## src/include/cacheCtl_cfg.svh

```systemverilog
`ifndef CACHECTL_CFG_SVH
`define CACHECTL_CFG_SVH

// byte address and data word widths
`define ADDR_W 16
`define DATA_W 16

// tag sits in the top address bits, 15 down to 11
`define TAG_W 5

// set index field, bits 3 to 10
`define INDEX_LSB 3
`define INDEX_MSB 10

// word within a line starts above the byte bit
`define WORD_LSB 1

// one line is one word per memory bank
`define WORDS_PER_LINE 4

// width of the word-in-line field
`define WORD_W $clog2(`WORDS_PER_LINE)

`endif
```

## src/source/cacheCtlPkg.sv

```systemverilog
`include "cacheCtl_cfg.svh"

package cacheCtlPkg;

   // processor byte address
   typedef logic [`ADDR_W-1:0] addrT;

   // one data word, also one memory bank word
   typedef logic [`DATA_W-1:0] dataT;

   // tag as stored in each way
   typedef logic [`TAG_W-1:0] tagT;

   // word number inside a line
   typedef logic [`WORD_W-1:0] wordIdxT;

   // miss sequence phases
   // wback phases copy the dirty victim line out to memory
   // fill phases read the new line in, two phases of overlap with the memory latency
   typedef enum logic [3:0] {
      phIdle,
      phWback0,
      phWback1,
      phWback2,
      phWback3,
      phFill0,
      phFill1,
      phFill2,
      phFill3,
      phFill4,
      phFill5,
      phCacheRw,
      phDone
   } phaseT;

endpackage

```

## src/source/reqIf.sv

```systemverilog
interface reqIf;

   // live classification of the request seen this cycle
   logic reqValid;
   logic isWrite;
   logic hit;
   logic hitWay;
   logic needWriteback;

   // request as held for the miss sequence
   cacheCtlPkg::addrT addrQ;
   cacheCtlPkg::dataT dataQ;
   logic wayQ;
   logic writeQ;

   // input side produces everything
   modport decode (
      output reqValid, isWrite, hit, hitWay, needWriteback,
      output addrQ, dataQ, wayQ, writeQ
   );

   // phase register only needs to know how to leave idle
   modport seq (
      input reqValid, hit, needWriteback
   );

   // command decode
   modport drive (
      input reqValid, isWrite, hit, hitWay,
      input addrQ, dataQ, wayQ, writeQ
   );

endinterface

```

## src/source/cacheCtlTop.sv

```systemverilog
module cacheCtlTop (
   input  logic                  clk,
   input  logic                  arstN,
   input  logic                  rd,
   input  logic                  wr,
   input  logic                  stall,
   input  cacheCtlPkg::addrT     addr,
   input  cacheCtlPkg::dataT     dataIn,
   input  logic                  hitC0,
   input  logic                  hitC1,
   input  logic                  validC0,
   input  logic                  validC1,
   input  logic                  dirtyC0,
   input  logic                  dirtyC1,
   input  logic                  victimWay,
   input  cacheCtlPkg::tagT      tagC0,
   input  cacheCtlPkg::tagT      tagC1,
   input  cacheCtlPkg::dataT     cacheDataOut,
   input  cacheCtlPkg::dataT     memDataOut,
   output cacheCtlPkg::dataT     fsmDataOut,
   output cacheCtlPkg::addrT     addrOut,
   output cacheCtlPkg::wordIdxT  wordOut,
   output logic                  done,
   output logic                  stallOut,
   output logic                  cacheWrite0,
   output logic                  cacheWrite1,
   output logic                  memWrite,
   output logic                  memRead,
   output logic                  comp0,
   output logic                  comp1,
   output logic                  enC0,
   output logic                  enC1
);

   // sequence phase shared by the input and output sides
   cacheCtlPkg::phaseT phase;

   reqIf req ();

   // classify, choose the way, hold the request
   reqDecode reqDecode_i (
      .clk       (clk),
      .arstN     (arstN),
      .rd        (rd),
      .wr        (wr),
      .stall     (stall),
      .addr      (addr),
      .dataIn    (dataIn),
      .hitC0     (hitC0),
      .hitC1     (hitC1),
      .validC0   (validC0),
      .validC1   (validC1),
      .dirtyC0   (dirtyC0),
      .dirtyC1   (dirtyC1),
      .victimWay (victimWay),
      .phase     (phase),
      .req       (req.decode)
   );

   fillSequencer fillSequencer_i (
      .clk   (clk),
      .arstN (arstN),
      .req   (req.seq),
      .phase (phase)
   );

   // all cache and memory commands
   cmdDrive cmdDrive_i (
      .phase        (phase),
      .req          (req.drive),
      .tagC0        (tagC0),
      .tagC1        (tagC1),
      .cacheDataOut (cacheDataOut),
      .memDataOut   (memDataOut),
      .fsmDataOut   (fsmDataOut),
      .addrOut      (addrOut),
      .wordOut      (wordOut),
      .done         (done),
      .stallOut     (stallOut),
      .cacheWrite0  (cacheWrite0),
      .cacheWrite1  (cacheWrite1),
      .memWrite     (memWrite),
      .memRead      (memRead),
      .comp0        (comp0),
      .comp1        (comp1),
      .enC0         (enC0),
      .enC1         (enC1)
   );

endmodule

```

## src/source/cmdDrive.sv

```systemverilog
`include "cacheCtl_cfg.svh"

module cmdDrive (
   input  cacheCtlPkg::phaseT    phase,
   reqIf.drive                   req,
   input  cacheCtlPkg::tagT      tagC0,
   input  cacheCtlPkg::tagT      tagC1,
   input  cacheCtlPkg::dataT     cacheDataOut,
   input  cacheCtlPkg::dataT     memDataOut,
   output cacheCtlPkg::dataT     fsmDataOut,
   output cacheCtlPkg::addrT     addrOut,
   output cacheCtlPkg::wordIdxT  wordOut,
   output logic                  done,
   output logic                  stallOut,
   output logic                  cacheWrite0,
   output logic                  cacheWrite1,
   output logic                  memWrite,
   output logic                  memRead,
   output logic                  comp0,
   output logic                  comp1,
   output logic                  enC0,
   output logic                  enC1
);

   // captured way steers every non-idle cache command
   logic sel0;
   logic sel1;

   // tag of the line being evicted
   cacheCtlPkg::tagT victimTag;

   // memory side word and cache side word of the current phase
   cacheCtlPkg::wordIdxT memWord;
   cacheCtlPkg::wordIdxT cacheWord;

   // word field of the held request
   cacheCtlPkg::wordIdxT reqWord;

   assign sel0      = ~req.wayQ;
   assign sel1      = req.wayQ;
   assign victimTag = req.wayQ ? tagC1 : tagC0;
   assign reqWord   = req.addrQ[`WORD_LSB +: `WORD_W];

   // processor sees a stall for the whole sequence
   assign stallOut = (phase != cacheCtlPkg::phIdle);

   // fill writes trail the matching reads by the two cycle memory latency
   always_comb
   begin
      memWord   = '0;
      cacheWord = '0;
      case (phase)
         cacheCtlPkg::phWback1, cacheCtlPkg::phFill1: memWord = cacheCtlPkg::wordIdxT'(1);
         cacheCtlPkg::phWback2, cacheCtlPkg::phFill2: memWord = cacheCtlPkg::wordIdxT'(2);
         cacheCtlPkg::phWback3, cacheCtlPkg::phFill3: memWord = cacheCtlPkg::wordIdxT'(3);
         default: memWord = '0;
      endcase
      case (phase)
         cacheCtlPkg::phWback1, cacheCtlPkg::phFill3: cacheWord = cacheCtlPkg::wordIdxT'(1);
         cacheCtlPkg::phWback2, cacheCtlPkg::phFill4: cacheWord = cacheCtlPkg::wordIdxT'(2);
         cacheCtlPkg::phWback3, cacheCtlPkg::phFill5: cacheWord = cacheCtlPkg::wordIdxT'(3);
         default: cacheWord = '0;
      endcase
   end

   always_comb
   begin
      fsmDataOut  = '0;
      addrOut     = req.addrQ;
      wordOut     = reqWord;
      done        = 1'b0;
      cacheWrite0 = 1'b0;
      cacheWrite1 = 1'b0;
      memWrite    = 1'b0;
      memRead     = 1'b0;
      comp0       = 1'b0;
      comp1       = 1'b0;
      enC0        = 1'b0;
      enC1        = 1'b0;
      case (phase)
         cacheCtlPkg::phIdle:
         begin
            // both ways look up the tag, a hit completes right here
            enC0        = req.reqValid;
            enC1        = req.reqValid;
            comp0       = req.reqValid;
            comp1       = req.reqValid;
            done        = req.reqValid & req.hit;
            cacheWrite0 = req.reqValid & req.hit & req.isWrite & ~req.hitWay;
            cacheWrite1 = req.reqValid & req.hit & req.isWrite & req.hitWay;
            if (req.reqValid && req.isWrite)
            begin
               fsmDataOut = req.dataQ;
            end
         end
         cacheCtlPkg::phWback0, cacheCtlPkg::phWback1,
         cacheCtlPkg::phWback2, cacheCtlPkg::phWback3:
         begin
            // victim word read from the cache goes to its own bank
            enC0       = sel0;
            enC1       = sel1;
            memWrite   = 1'b1;
            fsmDataOut = cacheDataOut;
            addrOut    = {victimTag, req.addrQ[`INDEX_MSB:`INDEX_LSB], memWord, 1'b0};
            wordOut    = cacheWord;
         end
         cacheCtlPkg::phFill0, cacheCtlPkg::phFill1:
         begin
            // reads issued, nothing back from memory yet
            enC0    = sel0;
            enC1    = sel1;
            memRead = 1'b1;
            addrOut = {req.addrQ[`ADDR_W-1:`INDEX_LSB], memWord, 1'b0};
         end
         cacheCtlPkg::phFill2, cacheCtlPkg::phFill3:
         begin
            // last two reads overlap with the first two returns
            enC0        = sel0;
            enC1        = sel1;
            memRead     = 1'b1;
            cacheWrite0 = sel0;
            cacheWrite1 = sel1;
            fsmDataOut  = memDataOut;
            addrOut     = {req.addrQ[`ADDR_W-1:`INDEX_LSB], memWord, 1'b0};
            wordOut     = cacheWord;
         end
         cacheCtlPkg::phFill4, cacheCtlPkg::phFill5:
         begin
            // only returns left to drain into the way
            enC0        = sel0;
            enC1        = sel1;
            cacheWrite0 = sel0;
            cacheWrite1 = sel1;
            fsmDataOut  = memDataOut;
            wordOut     = cacheWord;
         end
         cacheCtlPkg::phCacheRw:
         begin
            // the original access, now a hit on the filled way
            enC0        = sel0;
            enC1        = sel1;
            comp0       = sel0;
            comp1       = sel1;
            cacheWrite0 = sel0 & req.writeQ;
            cacheWrite1 = sel1 & req.writeQ;
            if (req.writeQ)
            begin
               fsmDataOut = req.dataQ;
            end
         end
         cacheCtlPkg::phDone:
         begin
            // keep a read way enabled so its data is still on the bus
            done = 1'b1;
            enC0 = sel0 & ~req.writeQ;
            enC1 = sel1 & ~req.writeQ;
         end
         default:
         begin
            addrOut = '0;
         end
      endcase
   end

endmodule

```

## src/source/fillSequencer.sv

```systemverilog
module fillSequencer (
   input  logic                clk,
   input  logic                arstN,
   reqIf.seq                   req,
   output cacheCtlPkg::phaseT  phase
);

   cacheCtlPkg::phaseT phaseNext;

   // leaves idle only on a miss, every other phase steps on unconditionally
   always_comb
   begin
      phaseNext = cacheCtlPkg::phIdle;
      case (phase)
         cacheCtlPkg::phIdle:
         begin
            // hits finish in idle
            if (req.reqValid && !req.hit)
            begin
               if (req.needWriteback)
               begin
                  phaseNext = cacheCtlPkg::phWback0;
               end
               else
               begin
                  phaseNext = cacheCtlPkg::phFill0;
               end
            end
         end
         // victim line out, one word per cycle
         cacheCtlPkg::phWback0:
         begin
            phaseNext = cacheCtlPkg::phWback1;
         end
         cacheCtlPkg::phWback1:
         begin
            phaseNext = cacheCtlPkg::phWback2;
         end
         cacheCtlPkg::phWback2:
         begin
            phaseNext = cacheCtlPkg::phWback3;
         end
         cacheCtlPkg::phWback3:
         begin
            phaseNext = cacheCtlPkg::phFill0;
         end
         // new line in, reads lead the cache writes by two cycles
         cacheCtlPkg::phFill0:
         begin
            phaseNext = cacheCtlPkg::phFill1;
         end
         cacheCtlPkg::phFill1:
         begin
            phaseNext = cacheCtlPkg::phFill2;
         end
         cacheCtlPkg::phFill2:
         begin
            phaseNext = cacheCtlPkg::phFill3;
         end
         cacheCtlPkg::phFill3:
         begin
            phaseNext = cacheCtlPkg::phFill4;
         end
         cacheCtlPkg::phFill4:
         begin
            phaseNext = cacheCtlPkg::phFill5;
         end
         cacheCtlPkg::phFill5:
         begin
            phaseNext = cacheCtlPkg::phCacheRw;
         end
         // replay the original access on the filled line
         cacheCtlPkg::phCacheRw:
         begin
            phaseNext = cacheCtlPkg::phDone;
         end
         // done phase falls through to idle via the default
         default:
         begin
            phaseNext = cacheCtlPkg::phIdle;
         end
      endcase
   end

   always_ff @(posedge clk or negedge arstN)
   begin
      if (!arstN)
      begin
         phase <= cacheCtlPkg::phIdle;
      end
      else
      begin
         phase <= phaseNext;
      end
   end

endmodule

```

## src/source/reqDecode.sv

```systemverilog
module reqDecode (
   input  logic                clk,
   input  logic                arstN,
   input  logic                rd,
   input  logic                wr,
   input  logic                stall,
   input  cacheCtlPkg::addrT   addr,
   input  cacheCtlPkg::dataT   dataIn,
   input  logic                hitC0,
   input  logic                hitC1,
   input  logic                validC0,
   input  logic                validC1,
   input  logic                dirtyC0,
   input  logic                dirtyC1,
   input  logic                victimWay,
   input  cacheCtlPkg::phaseT  phase,
   reqIf.decode                req
);

   // a hit only counts on a valid line
   logic hitValid0;
   logic hitValid1;

   // way the miss will replace
   logic fillWay;

   // capture happens in every idle cycle
   logic isIdle;

   // held copies of the request
   cacheCtlPkg::addrT addrReg;
   cacheCtlPkg::dataT dataReg;
   logic              wayReg;
   logic              writeReg;

   assign isIdle    = (phase == cacheCtlPkg::phIdle);
   assign hitValid0 = hitC0 & validC0;
   assign hitValid1 = hitC1 & validC1;

   // exactly one of rd or wr, not stalled, and no sequence running
   assign req.reqValid = (rd ^ wr) & ~stall & isIdle;
   assign req.isWrite  = wr;
   assign req.hit      = hitValid0 | hitValid1;

   // way 0 wins when both report a hit
   assign req.hitWay = hitValid0 ? 1'b0 : 1'b1;

   // prefer an empty way, otherwise the replacement pick
   always_comb
   begin
      if (!validC0)
      begin
         fillWay = 1'b0;
      end
      else if (!validC1)
      begin
         fillWay = 1'b1;
      end
      else
      begin
         fillWay = victimWay;
      end
   end

   // only a valid dirty victim must go back to memory first
   assign req.needWriteback = fillWay ? (validC1 & dirtyC1) : (validC0 & dirtyC0);

   // way and operation, reset to a known read of way 0
   always_ff @(posedge clk or negedge arstN)
   begin
      if (!arstN)
      begin
         wayReg   <= 1'b0;
         writeReg <= 1'b0;
      end
      else if (isIdle)
      begin
         wayReg   <= fillWay;
         writeReg <= wr;
      end
   end

   // address and data, frozen once the sequence leaves idle
   always_ff @(posedge clk)
   begin
      if (isIdle)
      begin
         addrReg <= addr;
         dataReg <= dataIn;
      end
   end

   // in idle the live request passes straight through for the same-cycle hit path
   assign req.addrQ = isIdle ? addr : addrReg;
   assign req.dataQ = isIdle ? dataIn : dataReg;

   assign req.wayQ   = wayReg;
   assign req.writeQ = writeReg;

endmodule

```

## config.mk

```make
export PLATFORM = sky130hd
export DESIGN_NAME = cacheCtlTop
export DESIGN_NICKNAME = d
export VERILOG_FILES = /design/src/source/cacheCtlPkg.sv /design/src/source/reqIf.sv /design/src/source/cacheCtlTop.sv /design/src/source/cmdDrive.sv /design/src/source/fillSequencer.sv /design/src/source/reqDecode.sv
export VERILOG_INCLUDE_DIRS = /design/src /design/src/include
export SDC_FILE = /design/constraint.sdc
export NUM_CORES = 1
export LEC_CHECK = 0
export ABC_AREA = 1
export BUFFER_PORTS_ARGS = -buffer_cell sky130_fd_sc_hd__buf_4
export CORE_ASPECT_RATIO = 0.6
export CORE_MARGIN = 1.5
export CORE_UTILIZATION = 44
export CTS_CLUSTER_SIZE = 10
export DETAILED_ROUTE_END_ITERATION = 10
export MAX_ROUTING_LAYER = met4
export PLACE_DENSITY = 0.81
export SLEW_MARGIN = 15
export SYNTH_ARGS = -nofsm -noshare
export SYNTH_HDL_FRONTEND = slang
export SYNTH_SLANG_ARGS = --single-unit
```

## constraint.sdc

```tcl
create_clock -name clk -period 2.18 [get_ports clk]
set_input_delay 0.436 -clock clk [delete_from_list [all_inputs] [get_ports clk]]
set_output_delay 0.436 -clock clk [all_outputs]
set_load 0.02 [all_outputs]
```

==> results of run 1 <==
==> flip-flops by register name, indices dropped and copies added, names as in the netlist <==
name	count
fillSequencer_i.phase	4
reqDecode_i.req.wayQ	1
reqDecode_i.req.writeQ	1
reqDecode_i.addrReg	16
reqDecode_i.dataReg	16
==> worst min-delay path: stages <==
cell and delay [ns]:
buf_4 0.07, nand2_1 0.05, nand2_1 0.06
==> Yosys cell counts (2+ instances only) <==
master    instances  share of area, %
a21boi_1          2              0.68
dfxtp_1          32                29
inv_2             4              0.68
dfrtp_1           6               6.8
clkbuf_1          2              0.34
nand2_2           2              0.57
nor2_2            3              0.85
o21ai_0          15               3.4
a21boi_0         14               4.8
buf_4             2              0.68
inv_1            31               5.3
nand3_1           9               2.0
nor2_1           18               3.1
buf_2             7               1.6
o21a_1            8               2.7
nand2_1         183                31
a21oi_1          19               4.3
==> power by group <==
part / internal [mW] / switching [mW]
registers: 1.06 / 0.178
clock network: 0.255 / 0.245
logic: 1.94 / 2.73
total: 3.26 / 3.15
==> cell type report <==
class	count	area (µm²)	area share [%]
timing repair buffer	146	1200	31.5
clock buffer	6	82.6	2.18
inverter	35	139	3.66
tap	63	78.8	2.08
multi-input combinational	279	1490	39.3
clock inverter	2	11.3	0.297
sequential	38	796	21.0
==> metrics by stage <==
step | setup WS, ns | instances | utilization (%) | hold slack (ns) | total power, mW
after floorplan | 0.127 | 362 | - | 0.140 | 3.52
after global placement | 0.0736 | 550 | 69.3 | 0.246 | 4.93
after detailed placement | -0.0130 | 550 | 69.3 | 0.247 | 4.97
after CTS | -0.00966 | 566 | 75.0 | 0.346 | 5.75
after global routing | -0.138 | 569 | 81.1 | 0.357 | 6.85
final | -0.0541 | 569 | 81.1 | 0.348 | 6.41
==> final timing paths <==
path                                     startpoint                  endpoint  slack [ns]
max in group asynchronous                     arstN  fillSequencer_i.phase[1]        1.57
min in group asynchronous                     arstN      reqDecode_i.req.wayQ        0.48
hold / removal                             addr[15]   reqDecode_i.addrReg[15]        0.35
hold reg to reg             reqDecode_i.addrReg[15]   reqDecode_i.addrReg[15]        0.45
setup reg to reg           fillSequencer_i.phase[1]  fillSequencer_i.phase[0]        0.78
setup / recovery           fillSequencer_i.phase[1]                wordOut[0]       -0.05
==> timing repair <==
action	CTS	global route
buffers inserted	4	3
gates cloned	3	0
hold endpoints to repair	6	0
gates resized for setup	33	85
endpoints found under the setup margin	41	38
pin swaps	5	9
hold buffers	1	0
==> routing by layer <==
metal / vias up / global-route usage, %
met1: 1204 / 35.3
li1: 1417 / -
met3: 13 / 6.56
met5: - / -
met2: 134 / 43.5
met4: 0 / 7.46
==> cells by family (layout without fill, tap and decap cells) <==
group | after synthesis | after routing
buffers and inverters | 47 | 189
DFF | 38 | 38
and+or+nand+nor | 219 | 221
AOI/OAI and AO/OA | 58 | 58
==> results.md, run 1 <==
* Status: finished with violations
* Failing checks: setup timing
* Core Area at around 0.0047 mm²
* Final setup viols at 20
* P_leak at between 2 and 2.5 nW
* Final slew viol count at 0
* Remaining antenna violation count after routing at 0
* CP max FO at 9
* Die H at around 58 µm
* Hold Path Stages at 3
* CP Class: reg -> out
* Max Used Layer: met4
* Kind of end point of the critical path: primary output
* Maximum vdd ir drop at 0.00102 V
* Die width at approximately 94 µm
* Iter 0 DRT Violations at between 100 and 150
* CP required at ~1.7 ns
* Mean Syn Cell Area at 6.09 µm²
* Stages on worst setup path at 9
* Initial antenna violation count at 0
* Ys async rst share at 15.8%
* Pwr Density at between 1500 and 2000 mW/mm²
* Buf/Inv on CP at 3
* Placed Area at 0.00325 mm²
* Dpl hpwl at between 5000 and 6000 µm
* Commonest non-fill, non-tap cell in the layout: nand2_1
* Wl on met1 at 3320 µm
* CP dominant cell by count: nand2_1
* Worst path cell trace: nor2_4 -> nand2_4 -> inv_8 -> buf_6 -> nand2_1 -> nand2_2 -> nand3_1 -> nand2_1 -> buf_4
* Met3 wire len at about 750 µm
* Slew @ Worst Pin at 0.301 ns
* Rows at 19
* Post-synth EDFFs at 0
* Worst skew pair latency at slightly below 0.3 ns
* Post-synthesis xor/xnor area fraction at 0%
* RSZ-0062 raised after global routing: true
* CTS tree: yes
* Skew final at slightly above 0.008 ns
* Hold Crit Class: in -> reg
* Mux cell area share after synthesis at 0%
* Number of fillers in the final layout at 327
* # diodes at 0
* Hold Violations, Final at 0
* Total CTS buffers at 5
* Seq/Total Area, Yosys at a little over a third
* Met2 WL post-DR at 3510 µm
* Yosys cell types at 22
* Worst setup SP type: flop
* Period Utilization, post-route at 102%
* # IOs at 130
* Total track usage at approximately 27%
* DRT Pass-1 Iters at 4
* Mapped cell area at between 0.002 and 0.0025 mm²
* Die area at about 0.0055 mm²
* Clk pin slew, worst setup/hold paths at 0.07 ns
* Max incr delay on CP at roughly 0.46 ns
* Design area at ~0.0038 mm²
* Period minus WS final at ~2.2 ns
* Final WL at ~7700 µm
* Syn Nets at between 400 and 500
* Final nets at around 590
* DR vias at 2,768
* Congestion Overflow GR at 0
* Compound-cell area share of the yosys netlist at 15.9%
* Largest net degree at the start of global routing at 38
* Initial Util at a little under half
* Mapped Cells at around 360
* Simple-gate share of the synthesized area at between 30% and 40%
* Max cap viols at 0
* Residual DRC at 0
* Root Buffer: clkbuf_8
* Avg Vias per Cell at just under 5
* Final setup TNS at -0.495 ns
* Top Family by Delay on Critical Path: simple AND/OR/NAND/NOR gates
* Crit path DAT at ~1.8 ns
* Synth Flop Type: dfxtp_1
* Most frequent cells in the layout: nand2_1, buf_4, dfxtp_1, inv_1, nand2_2
* Vias in the first global route at roughly 2.5k
* Worst R2R Path Depth at 7
* Final WS setup at -0.0541 ns
* Routed WL per cell at around 14 µm
* Slowest-stage cell, CP: dfrtp_2
* Main combinational cell family by area after synthesis: simple AND/OR/NAND/NOR gates
* Slew headroom at around 80%
* Maximum clock path buffer count at 2
* Htree depth at 2
* YS warnings at 0
* Post-Synth Adder-Cell Area at 0%
* Fmax at approximately 450 MHz
* GPL Wtd Cong at approximately 0.90
* Flops & latches, synth at 38
* First-pass GRT wire length at about 11,000 µm
* Number of port buffers at 129
* Area delta synth->final at 72.2%
* Share of layout cells above drive strength 1 at between 40% and 50%
* CTS Sinks at 38
Power figures use the tool's default switching activity.
==> run 2, diff against run 1 <==
--- a/config.mk
+++ b/config.mk
@@ -13,6 +13,7 @@
 export CORE_UTILIZATION = 44
 export CTS_CLUSTER_SIZE = 10
 export DETAILED_ROUTE_END_ITERATION = 10
+export GPL_TIMING_DRIVEN = 0
 export MAX_ROUTING_LAYER = met4
 export PLACE_DENSITY = 0.81
 export SLEW_MARGIN = 15
==> constraint.sdc (replaced) <==
create_clock -name clk -period 2.4 [get_ports clk]
set_input_delay 0.48 -clock clk [delete_from_list [all_inputs] [get_ports clk]]
set_output_delay 0.48 -clock clk [all_outputs]
set_load 0.02 [all_outputs]
==> run 2 against run 1 <==
  * The run now ends clean
  * Critical path depth is 1 lower
  * Clock skew fell by 0.0035 ns
  * Final cell count up 0.18%
  * Clock-buffer cell count grew 2
  * Register-to-register slack gained 0.14 ns
  * Utilization fell by 5.8 points
  * Combinational power down 22%
  * Sequential share of layout area rose by 1.6 points
  * Sequential power shrank 11%
  * Hold slack improved by 0.047 ns
  * Global-route usage decreased by 1.5 points
==> results.md, run 2 (same netlist as run 1, synthesis figures left out) <==
* Status: complete, no violations
* Multi-input logic area at 0.00128 mm²
* NetSw at approximately 2.6 mW
* Max incr delay on CP at ~0.43 ns
* CP Class: reg -> out
* Root Buffer: clkbuf_8
* Htree depth at 2
* RSZ-0062 raised after global routing: true
* # diodes at 0
* Hold Crit Class: in -> reg
* Final slew viol count at 0
* Top Family by Delay on Critical Path: simple AND/OR/NAND/NOR gates
* Max cap viols at 0
* Design area at roughly 0.0035 mm²
* GPL Wtd Cong at between 0.8 and 0.9
* CP startpoint: fillSequencer_i.phase[0]
* Final setup TNS at 0 ns
* Wl on met1 at 3100 µm
* P_leak at slightly above 2 nW
* Remaining antenna violation count after routing at 0
* FF/Latch Area at about 790 µm²
* CP dominant cell by count: buf_4
* Iter 0 DRT Violations at about 110
* Buf/Inv on CP at 3
* Number of fillers in the final layout at between 400 and 500
* Worst path cell trace: nor2_4 -> buf_4 -> buf_4 -> nand2_1 -> nand3_2 -> o21ai_0 -> nand2_1 -> buf_4
* Placed cell count at 554
* Final WL at 7000 µm
* DRT Pass-1 Iters at 4
* Crit Reg-Reg Startpoint: fillSequencer_i.phase[2]
* Total CTS buffers at 5
* Crit path DAT at around 1.9 ns
* Most frequent cells in the layout: nand2_1, buf_4, dfxtp_1, inv_1, a21oi_1
* Commonest non-fill, non-tap cell in the layout: nand2_1
* Number of port buffers at 129
* # IOs at 130
* Die width at 94.4 µm
* Slowest-stage cell, CP: dfrtp_1
* Share of layout cells above drive strength 1 at 35.1%
* Capturing point of the worst reg2reg path: reqDecode_i.addrReg[3]
* Largest net degree at the start of global routing at 13
* Area delta synth->final at 59.8%
* Clk pwr share at 9.8%
* Congestion Overflow GR at 0
* Maximum clock path buffer count at 2
* CP required at approximately 1.9 ns
* First-pass GRT wire length at between 10,000 and 15,000 µm
* Slew headroom at around 67%
* Final setup viols at 0
* Final WS setup at about 0.040 ns
* Final nets at roughly 590
* Stages on worst setup path at 8
* CTS tree: yes
* Total track usage at ~26%
* Skew final at ~0.0047 ns
* Worst Setup EP: addrOut[13]
* Pwr Density at around 1500 mW/mm²
* Residual DRC at 0
* CP max FO at 8
* Vias in the first global route at 2,456
* Fmax at 424 MHz
* CTS Sinks at 38
* Hold slack final at 0.396 ns
* Slew @ Worst Pin at just under 0.5 ns
* Routed WL per cell at between 10 and 15 µm
* Pre-CTS setup slack at 0.181 ns
* Worst R2R Path Depth at 7
* Period Utilization, post-route at a little over nine tenths
* Clk pin slew, worst setup/hold paths at roughly 0.070 ns
* Maximum vdd ir drop at slightly below 0.001 V
* Avg Vias per Cell at roughly 4.8
* Top Registers: reqDecode_i.addrReg (16), reqDecode_i.dataReg (16), fillSequencer_i.phase (4)
* Worst skew pair latency at roughly 0.29 ns
* Die area at between 0.005 and 0.006 mm²
* Met2 WL post-DR at 3160 µm
* Placed Area at roughly 0.0033 mm²
* Period minus WS final at around 2.4 ns
* Worst setup SP type: flop
* Rows at 19
* Max Used Layer: met4
* Core Area at roughly 0.0047 mm²
* Initial antenna violation count at 0
* Switching power as a share of total power at roughly half
* Die H at between 50 and 60 µm
* Met3 wire len at between 600 and 700 µm
* Final core occ at ~75%
* Kind of end point of the critical path: primary output
* Flop2flop setup slack at 0.92 ns
* Sequential Power Share at between 20% and 30%
* Hold Violations, Final at 0
* Power, Total at roughly 5.3 mW
* Comb power frac at 69.4%
* DR vias at roughly 2.8k
* Finished Layout Cells at between 500 and 600
* Dpl hpwl at 5340 µm
* Initial Util at 47.1%
* Cell-internal power at around 2.7 mW
## run 2: cell types whose count changed in the layout (fill, tap and decap cells not counted), moves of 5 or more
cell,delta
o21ai_1,-5
nor2_2,-5
a21boi_0,+8
buf_4,+17
nor2_1,+5
nand2_4,-6
nand2_1,+22
o21ai_0,+7
nand2_2,-16
buf_6,-20
## run 2: layer usage
layer / up-vias / track usage (%)
li1: 1407 / -
met1: 1220 / 33.9
met2: 123 / 40.3
met3: 6 / 6.56
met4: 0 / 7.25
met5: - / -
## run 2: how the worst min path moves through the flow
stage                     startpoint                        to  slack (ns)  cells after the start
after floorplan                arstN  fillSequencer_i.phase[0]        0.18                      0
after global placement         arstN      reqDecode_i.req.wayQ        0.29                      1
after detailed placement       arstN      reqDecode_i.req.wayQ        0.29                      1
after CTS                   addr[15]   reqDecode_i.addrReg[15]        0.39                      3
after global routing       dataIn[6]    reqDecode_i.dataReg[6]        0.39                      3
final                       addr[15]   reqDecode_i.addrReg[15]        0.40                      3
## run 2: worst reg2reg max path, stage by stage (launching register included)
cell and delay, ns:
dfrtp_2 0.48, nor2_4 0.20, nand2_2 0.11, buf_6 0.16, buf_2 0.18, nand2_1 0.08, o21a_1 0.14, inv_1 0.05
## run 2: what timing repair did
item / CTS / global route
setup buffers: 0 / 7
hold buffers: 1 / 0
pin swaps: 0 / 3
endpoints found under the setup margin: 13 / 35
gates resized for setup: 11 / 22
hold endpoints to repair: 6 / 0
## run 2: power groups by stage
stage | Sequential [mW] | Combinational (mW) | Clock (mW)
floorplan | 1.07 | 2.13 | 0
global placement | 1.08 | 3.39 | 0
detailed placement | 1.09 | 3.44 | 0
CTS | 1.09 | 3.49 | 0.528
global route | 1.12 | 3.96 | 0.552
finish | 1.10 | 3.66 | 0.517
## run 2: area by class of cell
class	instances	area share [%]
Buffer	12	2.56
Inverter	35	3.87
Tap cell	63	2.24
Timing Repair Buffer	137	29.3
Sequential cell	38	22.5
Clock buffer	8	3.16
Multi-Input combinational cell	277	36.4
==> run 3, diff against run 2 <==
--- a/config.mk
+++ b/config.mk
@@ -10,12 +10,11 @@
 export BUFFER_PORTS_ARGS = -buffer_cell sky130_fd_sc_hd__buf_4
 export CORE_ASPECT_RATIO = 0.6
 export CORE_MARGIN = 1.5
-export CORE_UTILIZATION = 44
+export CORE_UTILIZATION = 31
 export CTS_CLUSTER_SIZE = 10
 export DETAILED_ROUTE_END_ITERATION = 10
 export GPL_TIMING_DRIVEN = 0
 export MAX_ROUTING_LAYER = met4
-export PLACE_DENSITY = 0.81
 export SLEW_MARGIN = 15
 export SYNTH_ARGS = -nofsm -noshare
 export SYNTH_HDL_FRONTEND = slang
==> constraint.sdc (replaced) <==
create_clock -name clk -period 2.6 [get_ports clk]
set_input_delay 0.52 -clock clk [delete_from_list [all_inputs] [get_ports clk]]
set_output_delay 0.52 -clock clk [all_outputs]
set_load 0.02 [all_outputs]
==> run 3 against run 2 <==
  * Setup slack improved by 0.12 ns
  * Die area increased by 40%
  * Clock power increased by 15%
  * Sequential power decreased by 9%
  * First-iteration DRC count increased by 37%
  * Hold slack got worse by 0.36 ns
==> results.md, run 3 (same netlist as run 1, synthesis figures left out) <==
* Comb power frac at 66.9%
* Rows at 23
* Kind of end point of the critical path: primary output
* Initial antenna violation count at 0
* CP max FO at 10
* Clk pwr share at around 12%
* DR vias at approximately 2.6k
* Congestion Overflow GR at 0
* Cell-internal power at approximately 2.5 mW
* First-pass GRT wire length at 10,900 µm
* Sequential Power Share at roughly a fifth
* Commonest non-fill, non-tap cell in the layout: nand2_1
* Pwr Density at roughly 1400 mW/mm²
* Max incr delay on CP at roughly 0.46 ns
* Root Buffer: clkbuf_16
* Routed WL per cell at around 12 µm
* CP Class: reg -> out
* Die H at 68.3 µm
* Hold Crit Class: in -> async
* Max cap viols at 0
* Initial Util at around a third
* Crit path DAT at 1.92 ns
* Remaining antenna violation count after routing at 0
* Die width at around 110 µm
* RSZ-0062 raised after global routing: false
* P_leak at a little over 2 nW
* Final nets at a little under 600
* CP startpoint: fillSequencer_i.phase[3]
* CP required at ~2.1 ns
* Final setup TNS at 0 ns
* Worst skew pair latency at around 0.28 ns
* Maximum vdd ir drop at approximately 0.00071 V
* CTS tree: yes
* Power, Total at a little under 5 mW
* Top Registers: reqDecode_i.addrReg (16), reqDecode_i.dataReg (16), fillSequencer_i.phase (4)
* Share of layout cells above drive strength 1 at 31.9%
* Dpl hpwl at between 5000 and 6000 µm
* Final slew viol count at 0
* Most frequent cells in the layout: nand2_1, buf_4, dfxtp_1, inv_1, a21oi_1
* Number of port buffers at 129
* Maximum clock path buffer count at 2
* GPL Wtd Cong at 0.891
* Largest net degree at the start of global routing at 12
* Final setup viols at 0
* Switching power as a share of total power at approximately half
* Fmax at ~410 MHz
* Clk pin slew, worst setup/hold paths at about 0.060 ns
* Skew final at around 0.0047 ns
* Number of fillers in the final layout at ~700
* # diodes at 0
* NetSw at around 2.3 mW
* CP dominant cell by count: buf_4
* Total CTS buffers at 5
* Period minus WS final at 2.44 ns
* Slowest-stage cell, CP: dfrtp_1
* Worst path cell trace: nor2_4 -> nand2_1 -> buf_4 -> buf_2 -> o21a_1 -> nor2_1 -> buf_4
* Residual DRC at 0
* Die area at between 0.007 and 0.008 mm²
* # IOs at 130
* Vias in the first global route at roughly 2.3k
* CTS Sinks at 38
* Avg Vias per Cell at 4.47
* Slew @ Worst Pin at between 0.6 and 0.7 ns
* Final core occ at between 50% and 60%
* Area delta synth->final at 56.8%
* Period Utilization, post-route at a little over nine tenths
* Core Area at just under 0.007 mm²
* Hold Violations, Final at 0
* Design area at 0.00346 mm²
* Worst setup SP type: flop
* Crit Reg-Reg Startpoint: fillSequencer_i.phase[3]
* Placed Area at 0.00328 mm²
* Status: complete, no violations
* Slew headroom at roughly three fifths
* Flop2flop setup slack at approximately 1.1 ns
* Total track usage at 18.5%
* DRT Pass-1 Iters at 4
* Iter 0 DRT Violations at between 150 and 200
* Htree depth at 2
* Final WL at slightly above 7000 µm
[run 3: changes by cell type in the layout (fill, tap and decap cells not counted), moves of 2 or more]
cell | before | now
clkbuf_16 | 1 | 5
nand3_1 | 6 | 8
nand2_2 | 6 | 2
buf_4 | 139 | 131
buf_2 | 3 | 6
dfrtp_1 | 3 | 6
dfrtp_2 | 3 | 0
nand2_1 | 177 | 182
clkbuf_8 | 6 | 1
clkbuf_4 | 3 | 1
[run 3: worst max-delay path, delay by kind of cell, from the launching register on]
family                 cells  cell delay [ns]
AND/OR/NAND/NOR            3             0.42
buffers and inverters      3             0.56
flip-flops                 1             0.46
AO/OA/AOI/OAI              1             0.20
[run 3: power groups by stage]
stage,Sequential [mW],Clock [mW],Combinational [mW]
finish,1.00,0.596,3.22
floorplan,0.986,0,1.97
CTS,0.996,0.605,3.21
detailed placement,1.01,0,3.19
global placement,1.00,0,3.16
global route,1.03,0.637,3.52
[run 3: layout make-up]
class / instances / area (µm²) / share of cell area, %
Inverter: 35 / 134 / 3.87
Multi-Input combinational cell: 277 / 1240 / 35.8
Buffer: 12 / 72.6 / 2.10
Clock buffer: 7 / 143 / 4.13
Tap cell: 87 / 109 / 3.15
Timing Repair Buffer: 129 / 968 / 28.0
Sequential cell: 38 / 791 / 22.9
[run 3: repair_timing]
| action | in CTS | in global routing |
|---|---|---|
| resized for setup | 0 | 10 |
| hold buffers | 0 | 0 |
| buffers inserted | 0 | 0 |
| endpoints found under the setup margin | 0 | 14 |
[run 3: through the flow]
step | worst slack [ns] | instances | hold slack, ns
floorplan | 0.463 | 362 | 0.224
global placement | 0.361 | 578 | 0.333
detailed placement | 0.345 | 578 | 0.334
CTS | 0.0388 | 585 | 0.0385
global route | 0.0141 | 585 | 0.0366
finish | 0.159 | 585 | 0.0389
[run 3: final timing paths]
path                                            end  cells past startpoint
max                                      addrOut[4]                      7
max in group asynchronous  fillSequencer_i.phase[1]                      1
max reg2reg                  reqDecode_i.addrReg[9]                      7
min                          reqDecode_i.req.writeQ                      1
min reg2reg                 reqDecode_i.dataReg[10]                      2
min in group clk            reqDecode_i.dataReg[10]                      2
[run 3: metal layers]
layer	up-vias	share of wire, %	global-route usage [%]
met2	106	38	26.0
li1	1394	-	-
met1	1111	53	26.6
met5	-	0	-
met4	0	0.43	3.32
met3	5	9.0	4.87
